<file path="config.mk">
export PLATFORM = sky130hd
export DESIGN_NAME = memStage_flat
export DESIGN_NICKNAME = d
export VERILOG_FILES = /design/src/common/memStage_cfg.svh /design/src/common/busTypes_pkg.sv /design/src/common/pipeTypes_pkg.sv /design/src/common/dataBusIf.sv /design/src/memStage.sv /design/src/loadAligner.sv /design/src/memRequestBuilder.sv /design/src/flat_wrapper.sv
export SDC_FILE = /design/constraint.sdc
export NUM_CORES = 1
export LEC_CHECK = 0
export BUFFER_PORTS_ARGS = -buffer_cell sky130_fd_sc_hd__buf_2
export CAP_MARGIN = 20
export CORE_AREA = 2 2 291 293
export DETAILED_ROUTE_END_ITERATION = 16
export DIE_AREA = 0 0 293 295
export GPL_TIMING_DRIVEN = 0
export HOLD_SLACK_MARGIN = 0.08
export SYNTH_ARGS = -nofsm -noshare
export SYNTH_HDL_FRONTEND = slang
export SYNTH_SLANG_ARGS = --single-unit
</file>
<file path="constraint.sdc">
create_clock -name clk -period 19.6 [get_ports clk]
set_input_delay 1.96 -clock clk [delete_from_list [all_inputs] [get_ports clk]]
set_output_delay 1.96 -clock clk [all_outputs]
set_load 0.01 [all_outputs]
</file>
<file path="src/common/memStage_cfg.svh">
`ifndef MEM_STAGE_CFG_SVH
`define MEM_STAGE_CFG_SVH

// number of 64-bit words held by the data memory
`define MEM_DEPTH_WORDS 256

// cycles from request acceptance to respOk, 1 or more
`define MEM_LATENCY 2

`endif
</file>
<file path="src/common/busTypes_pkg.sv">
package busTypes_pkg;

    // access size as log2 of the byte count
    typedef enum logic [1:0] {
        MSIZE1 = 2'd0,
        MSIZE2 = 2'd1,
        MSIZE4 = 2'd2,
        MSIZE8 = 2'd3
    } msize_t;

    // one bit per byte lane of the 64-bit word, all zero for a read
    typedef logic [7:0] strobe_t;

endpackage

</file>
<file path="src/common/pipeTypes_pkg.sv">
package pipeTypes_pkg;

    typedef logic [63:0] u64;

    // load and store access modes
    typedef enum logic [3:0] {
        LB  = 4'd0,
        LH  = 4'd1,
        LW  = 4'd2,
        LD  = 4'd3,
        LBU = 4'd4,
        LHU = 4'd5,
        LWU = 4'd6,
        SB  = 4'd7,
        SH  = 4'd8,
        SW  = 4'd9,
        SD  = 4'd10
    } memMode_t;

    // machine cause codes, none uses a code outside the RISC-V table
    typedef enum logic [3:0] {
        NO_EXCEPTION             = 4'hf,
        LOAD_ADDRESS_MISALIGNED  = 4'd4,
        STORE_ADDRESS_MISALIGNED = 4'd6
    } exception_t;

    // from execute
    typedef struct packed {
        logic       valid;
        logic       isLoad;
        logic       isStore;
        memMode_t   memMode;
        u64         aluOut;
        u64         storeData;
        logic [4:0] rd;
        u64         instrAddr;
    } exMemReg_t;

    // toward writeback
    typedef struct packed {
        logic       valid;
        logic [4:0] rd;
        u64         wbData;
        logic       writesBack;
        logic       trapValid;
        exception_t trapCause;
        u64         trapPc;
    } memWbReg_t;

endpackage

</file>
<file path="src/common/dataBusIf.sv">
`timescale 1ns/1ps

interface dataBusIf;
    import busTypes_pkg::*;

    // request, held by the master until respOk
    logic        reqValid;
    logic [63:0] addr;
    msize_t      size;
    strobe_t     strobe;
    logic [63:0] wdata;

    // response, one cycle pulse
    logic        respOk;
    logic [63:0] rdata;

    modport master (
        output reqValid, addr, size, strobe, wdata,
        input  respOk, rdata
    );

    modport slave (
        input  reqValid, addr, size, strobe, wdata,
        output respOk, rdata
    );

endinterface

</file>
<file path="src/memStage.sv">
`timescale 1ns/1ps

module memStage (
    input  logic                    clk,
    input  logic                    rst,
    input  pipeTypes_pkg::exMemReg_t stageIn,
    output pipeTypes_pkg::memWbReg_t stageOut,
    output logic                    ready,
    input  logic                    advance,
    input  pipeTypes_pkg::u64       mtvec,
    output logic                    jumpEn,
    output pipeTypes_pkg::u64       jumpAddr,
    output logic                    fwdValid,
    output logic [4:0]              fwdRd,
    output pipeTypes_pkg::u64       fwdData,
    dataBusIf.master                bus
);
    import pipeTypes_pkg::*;
    import busTypes_pkg::*;

    u64         reqAddr;
    msize_t     reqSize;
    strobe_t    reqStrobe;
    u64         reqData;
    logic       misaligned;
    u64         memData;
    u64         loadData;
    u64         resultData;
    logic       started;
    logic       done;
    logic       isMem;
    logic       memOk;
    logic       trap;
    exception_t cause;

    memRequestBuilder reqBuilder (
        .addrReq   (stageIn.aluOut),
        .storeData (stageIn.storeData),
        .memMode   (stageIn.memMode),
        .addr      (reqAddr),
        .size      (reqSize),
        .strobe    (reqStrobe),
        .wdata     (reqData),
        .misaligned(misaligned)
    );

    loadAligner aligner (
        .addrReq (stageIn.aluOut),
        .memMode (stageIn.memMode),
        .rdata   (memData),
        .loadData(loadData)
    );

    assign isMem = stageIn.valid & (stageIn.isLoad | stageIn.isStore);
    assign memOk = isMem & ~misaligned;
    assign trap = isMem & misaligned;
    assign cause = !trap ? NO_EXCEPTION :
                   stageIn.isLoad ? LOAD_ADDRESS_MISALIGNED : STORE_ADDRESS_MISALIGNED;

    // stall until the bus answers, everything else leaves at once
    assign ready = ~memOk | done;

    assign jumpEn = trap;
    assign jumpAddr = mtvec;

    assign resultData = stageIn.isLoad ? loadData : stageIn.aluOut;
    assign fwdValid = stageIn.valid & (stageIn.rd != 5'd0) & ~stageIn.isStore;
    assign fwdRd = stageIn.rd;
    assign fwdData = resultData;

    // request and completion tracking
    always_ff @(posedge clk or posedge rst) begin
        if (rst) begin
            bus.reqValid <= 1'b0;
            started <= 1'b0;
            done <= 1'b0;
        end else begin
            if (memOk && !started) begin
                bus.reqValid <= 1'b1;
                started <= 1'b1;
            end
            if (bus.reqValid && bus.respOk) begin
                bus.reqValid <= 1'b0;
                done <= 1'b1;
            end
            // next instruction starts fresh
            if (advance) begin
                started <= 1'b0;
                done <= 1'b0;
            end
        end
    end

    always_ff @(posedge clk) begin
        if (memOk && !started) begin
            bus.addr <= reqAddr;
            bus.size <= reqSize;
            bus.strobe <= reqStrobe;
            bus.wdata <= reqData;
        end
        if (bus.reqValid && bus.respOk) begin
            memData <= bus.rdata;
        end
    end

    always_ff @(posedge clk or posedge rst) begin
        if (rst) begin
            stageOut <= '0;
        end else if (advance) begin
            stageOut.valid <= stageIn.valid;
            stageOut.rd <= stageIn.rd;
            stageOut.wbData <= resultData;
            stageOut.writesBack <= stageIn.valid & ~stageIn.isStore & ~trap;
            stageOut.trapValid <= trap;
            stageOut.trapCause <= cause;
            stageOut.trapPc <= stageIn.instrAddr;
        end
    end

endmodule

</file>
<file path="src/loadAligner.sv">
`timescale 1ns/1ps

module loadAligner (
    input  pipeTypes_pkg::u64       addrReq,
    input  pipeTypes_pkg::memMode_t memMode,
    input  pipeTypes_pkg::u64       rdata,
    output pipeTypes_pkg::u64       loadData
);
    import pipeTypes_pkg::*;

    u64 shifted;

    // addressed byte lands in bits 7:0
    assign shifted = rdata >> {addrReq[2:0], 3'b000};

    always_comb begin
        case (memMode)
            LB:
                loadData = {{56{shifted[7]}}, shifted[7:0]};
            LH:
                loadData = {{48{shifted[15]}}, shifted[15:0]};
            LW:
                loadData = {{32{shifted[31]}}, shifted[31:0]};
            LBU:
                loadData = {56'b0, shifted[7:0]};
            LHU:
                loadData = {48'b0, shifted[15:0]};
            LWU:
                loadData = {32'b0, shifted[31:0]};
            // LD and the store modes take the full word
            default:
                loadData = rdata;
        endcase
    end

endmodule

</file>
<file path="src/memRequestBuilder.sv">
`timescale 1ns/1ps

module memRequestBuilder (
    input  pipeTypes_pkg::u64       addrReq,
    input  pipeTypes_pkg::u64       storeData,
    input  pipeTypes_pkg::memMode_t memMode,
    output pipeTypes_pkg::u64       addr,
    output busTypes_pkg::msize_t    size,
    output busTypes_pkg::strobe_t   strobe,
    output pipeTypes_pkg::u64       wdata,
    output logic                    misaligned
);
    import pipeTypes_pkg::*;
    import busTypes_pkg::*;

    logic [2:0] offset;
    logic [2:0] lowMask;
    strobe_t    byteMask;
    logic       isStoreMode;

    assign offset = addrReq[2:0];
    assign isStoreMode = memMode inside {SB, SH, SW, SD};

    // size, alignment mask and lane mask per access width
    always_comb begin
        size = MSIZE1;
        lowMask = 3'b000;
        byteMask = 8'h01;
        case (memMode)
            LH, LHU, SH: begin
                size = MSIZE2;
                lowMask = 3'b001;
                byteMask = 8'h03;
            end
            LW, LWU, SW: begin
                size = MSIZE4;
                lowMask = 3'b011;
                byteMask = 8'h0f;
            end
            LD, SD: begin
                size = MSIZE8;
                lowMask = 3'b111;
                byteMask = 8'hff;
            end
            default: ;
        endcase
    end

    assign addr = {addrReq[63:3], 3'b000};
    assign misaligned = |(offset & lowMask);
    assign strobe = isStoreMode ? strobe_t'(byteMask << offset) : '0;
    // store bytes moved up into their lanes
    assign wdata = storeData << {offset, 3'b000};

endmodule

</file>
<file path="src/flat_wrapper.sv">
// flat-port wrapper written by rule: the top's interface ports become plain ports
module memStage_flat import pipeTypes_pkg::*; import busTypes_pkg::*;
  (clk, rst, stageIn, stageOut, ready, advance, mtvec, jumpEn, jumpAddr, fwdValid, fwdRd, fwdData, bus_reqValid, bus_addr, bus_size, bus_strobe, bus_wdata, bus_respOk, bus_rdata);
  dataBusIf bus_i ();
  input  logic clk;
  input  logic rst;
  input  pipeTypes_pkg::exMemReg_t stageIn;
  output pipeTypes_pkg::memWbReg_t stageOut;
  output logic ready;
  input  logic advance;
  input  pipeTypes_pkg::u64 mtvec;
  output logic jumpEn;
  output pipeTypes_pkg::u64 jumpAddr;
  output logic fwdValid;
  output logic [4:0] fwdRd;
  output pipeTypes_pkg::u64 fwdData;
  output wire logic [$bits(bus_i.reqValid)-1:0] bus_reqValid;
  output wire logic [$bits(bus_i.addr)-1:0] bus_addr;
  output wire logic [$bits(bus_i.size)-1:0] bus_size;
  output wire logic [$bits(bus_i.strobe)-1:0] bus_strobe;
  output wire logic [$bits(bus_i.wdata)-1:0] bus_wdata;
  input wire logic [$bits(bus_i.respOk)-1:0] bus_respOk;
  input wire logic [$bits(bus_i.rdata)-1:0] bus_rdata;
  assign bus_reqValid = bus_i.reqValid;
  assign bus_addr = bus_i.addr;
  assign bus_size = bus_i.size;
  assign bus_strobe = bus_i.strobe;
  assign bus_wdata = bus_i.wdata;
  assign bus_i.respOk = bus_respOk;
  assign bus_i.rdata = bus_rdata;
  memStage u_core (.clk(clk), .rst(rst), .stageIn(stageIn), .stageOut(stageOut), .ready(ready), .advance(advance), .mtvec(mtvec), .jumpEn(jumpEn), .jumpAddr(jumpAddr), .fwdValid(fwdValid), .fwdRd(fwdRd), .fwdData(fwdData), .bus(bus_i));
endmodule
</file>
==> reports/qor.yml <==
floorplanning:
  dieArea_um2: 86400
  num_rows: 106
  io-pin-count: 751
  initial_core_util: 0.204
  die-width_um: 293
  fp.coreArea_um2: 83200
  die_y_um: 295
detailed_routing:
  postRouteAntennaNets: 0
  dr.pass1.iters: 5
  routedWlPerCell_um: 26.1
  routed_wl_um: 85800
  drc: 0
  drtIter0Drc: 988
  via_per_inst: 4.61
  vias: 15200
clock_network:
  htreeDepth: 2
  cts_root_buffer: "clkbuf_16"
  clkSlewWorstSetupHoldPaths_ns: 0.06
  clk_path_buf_depth: 3
  clkLatencyLatePin_ns: 0.59
  numCtsBuffers: 44
  postCtsSetupBuffers: 0
  ctsHoldBuffers: 0
  cts_resized: 0
  cts_tree: "yes"
  cts_sinks: 341
setup_path:
  startpoint_type: "input port"
  crit_family: "buffers and inverters"
  crit_buf_inv: 6
  r2r-end: "u_core.stageOut[82]"
  cp.arrival_ns: 4.68
  max_stage_delay_ns: 0.75
  crit_type: "input port to primary output"
  crit_path_end_kind: "primary output"
  reg2reg_depth: 7
  r2r_start: "u_core.memData[47]"
  crit_chain: "buf_2 > clkbuf_1 > buf_16 > buf_1 > clkbuf_1 > a31oi_1 > buf_2"
  r2r_slack_ns: 16.38
  crit_required_ns: 17.64
  cpMaxStageDelayCell: "buf_1"
  crit_fanout: 10
synthesis:
  synth_area_per_cell_um2: 11.9
  synth_seq_cells: 341
  yosys-top-cells-area: "edfxtp_1 35%, dfrtp_1 21%, mux2_2 8.1%"
  postSynthCellCount: 1426
  synth_top_area_share: 0.353
  synth_edf_count: 199
  yosys_warnings: 0
  yosys.cell_types.count: 59
  async_flop_share: 0.416
  ys.flop_type: "edfxtp_1"
  netlist_area_um2: 17000
  synth_top_area_cell: "edfxtp_1"
  seq_area_frac_synth: 0.562
finish:
  nets: 2501
  layout.cells.non_filler: 3287
  multi_input_area_um2: 6360
  drive_gt1_frac: 0.479
  layout-area-overhead-vs-synth_pct: 38.5
  fillCellCount: 8778
  fin_area_um2: 23500
  seqCellArea_um2: 9530
timing:
  slew_viol_final: 0
  skew_ns: 0.0168
  slew_headroom: 0.293
  hold_viol_final: 0
  period_minus_slack_ns: 6.64
  period_share: 0.339
  setup-violations-final: 0
  tns_ns: 0
  worstMarginPinSlew_ns: 1.06
  rsz0062_at_grt: "no"
  timing.fmax_ghz: 0.151
hold_path:
  min_from: "u_core.stageOut[66]"
  hold_depth: 1
  hp-class: "register to register"
  holdPathEnd: "u_core.stageOut[66]"
run_status:
  outcome: "finished, final reports clean"
power_and_ir_drop:
  power_density_nw_per_um2: 90.1
  p_seq_frac: 0.408
  p_comb_frac: 0.189
  sw_frac_of_total: 0.295
  p_clk_frac: 0.403
  irDropWorstVdd_v: 0.0000723
  p_leak_nw: 10.1
  power.switching_mw: 0.624
  p_int_mw: 1.49
global_route:
  first_global_vias: 15100
  grt_pass1_wl_um: 116000
  antenna_found_initial: 26
  gr-usage-all-layers: 0.190
  grt_start_max_net_pins: 84
  grt_overflow: 0
flow_run:
  timing.max_cap.violations: 0
place:
  place_area_um2: 22000
  portBuffers: 679
  dp_cells: 3199
  dp_hpwl_um: 69800
  gp_congestion: 0.933
[cell usage in the layout (no fill, tap or decap), types with 4 or more instances in the layout]
master	synthesis	routed
nand2_1	123	123
a22oi_1	16	16
a21oi_1	54	54
a221oi_1	5	5
mux4_2	10	10
mux2_2	122	122
edfxtp_1	199	199
and3_1	9	9
nor3b_1	7	7
dfrtp_1	142	142
clkbuf_1	59	69
clkinv_2	0	4
buf_2	33	712
nor2_1	154	153
o22ai_1	39	39
nor2b_1	9	9
o31ai_1	22	22
buf_12	0	5
clkbuf_8	0	5
inv_1	8	7
mux2i_1	101	101
a211oi_1	4	4
o21ai_1	17	17
mux2_1	4	4
buf_4	77	77
or3_1	5	5
nand2b_1	10	10
buf_6	5	7
nor3_1	4	4
o21ai_0	59	59
clkbuf_16	0	46
diode_2	0	7
bufinv_16	0	4
a221oi_2	31	31
and2_1	20	19
a31oi_1	37	37
[power groups by stage]
stage | Clock (mW) | Sequential, mW | Combinational, mW
4_1_cts | 0.878 | 0.865 | 0.404
3_5_place_dp | 0 | 0.878 | 0.403
5_1_grt | 0.901 | 0.870 | 0.429
2_1_floorplan | 0 | 0.895 | 0.178
3_3_place_gp | 0 | 0.886 | 0.393
6_report | 0.853 | 0.864 | 0.399
[worst max-delay path by stage]
stage | start | to | cells after the start
2_1_floorplan | stageIn[133] | u_core.bus.addr[10] | 8
3_3_place_gp | stageIn[133] | u_core.bus.wdata[35] | 8
3_5_place_dp | stageIn[202] | fwdData[61] | 7
4_1_cts | stageIn[202] | fwdData[61] | 7
5_1_grt | stageIn[202] | fwdData[61] | 7
6_report | stageIn[202] | fwdData[61] | 7
[sequential cells by signal, indices dropped and copies added (netlist names)]
name	count
u_core.memData	64
u_core.done	1
u_core.stageOut	139
u_core.bus.size	2
u_core.started	1
u_core.bus.strobe	8
u_core.bus.reqValid	1
u_core.bus.wdata	64
u_core.bus.addr	61
[cells in the mapped netlist, types with 2 or more instances]
master / n
a211oi_1: 4
and3_1: 9
nor3_1: 4
nand2b_1: 10
a221oi_2: 31
buf_6: 5
o211ai_1: 3
o21a_1: 2
nor2b_1: 9
o31ai_1: 22
nor2_1: 154
inv_1: 8
a21oi_1: 54
or3_1: 5
buf_1: 3
o21ai_1: 17
or2_2: 3
clkbuf_1: 59
nor3b_1: 7
nand3_1: 3
a31oi_1: 37
o221ai_1: 2
a221oi_1: 5
mux2_2: 122
nand2_1: 123
inv_2: 2
buf_4: 77
mux2i_1: 101
dfrtp_1: 142
mux4_2: 10
a22oi_1: 16
a22o_1: 2
buf_2: 33
edfxtp_1: 199
mux2_1: 4
and2_1: 20
o21ai_0: 59
o22ai_1: 39
[layer usage]
layer  vias to the layer above  share of wire  global-route usage
met4                        18          0.032              0.0587
met3                       150          0.081              0.0464
met2                       842           0.49               0.331
met5                         -         0.0013                   0
li1                       6697              -                   -
met1                      7456           0.40               0.232
[cell type report]
type                    instances  share of cell area
diodes                          7            0.000746
inverters                      10             0.00192
clock buffers                  61              0.0535
flip-flops and latches        341               0.406
well taps                    1080              0.0575
clock inverters                20              0.0106
multi-input cells             899               0.271
plain buffers                 178              0.0443
repair buffers                691               0.155
[cell families (layout without fill, tap and decap cells)]
logic type,after synthesis,in the layout,share of synthesized area
other,1,10,0.000221
muxes,237,237,0.157
adders and majority gates,1,1,0.000591
AOI/OAI and AO/OA,303,303,0.126
DFF,341,341,0.562
buffers and inverters,188,960,0.0636
xor gates and xnor gates,1,1,0.000517
and+or+nand+nor,354,354,0.0902
[per-stage QoR]
step                      utilization  hold WS (ns)  setup WS, ns  total power [mW]
after global placement          0.261         0.445          5.73              1.28
final                           0.282         0.466         12.96              2.12
after CTS                       0.282         0.469         12.86              2.15
after global routing            0.282         0.490         12.83              2.20
after detailed placement        0.264         0.452         12.85              1.28
after floorplan                     -         0.453         10.06              1.07
(Power assumes the default switching activity.)
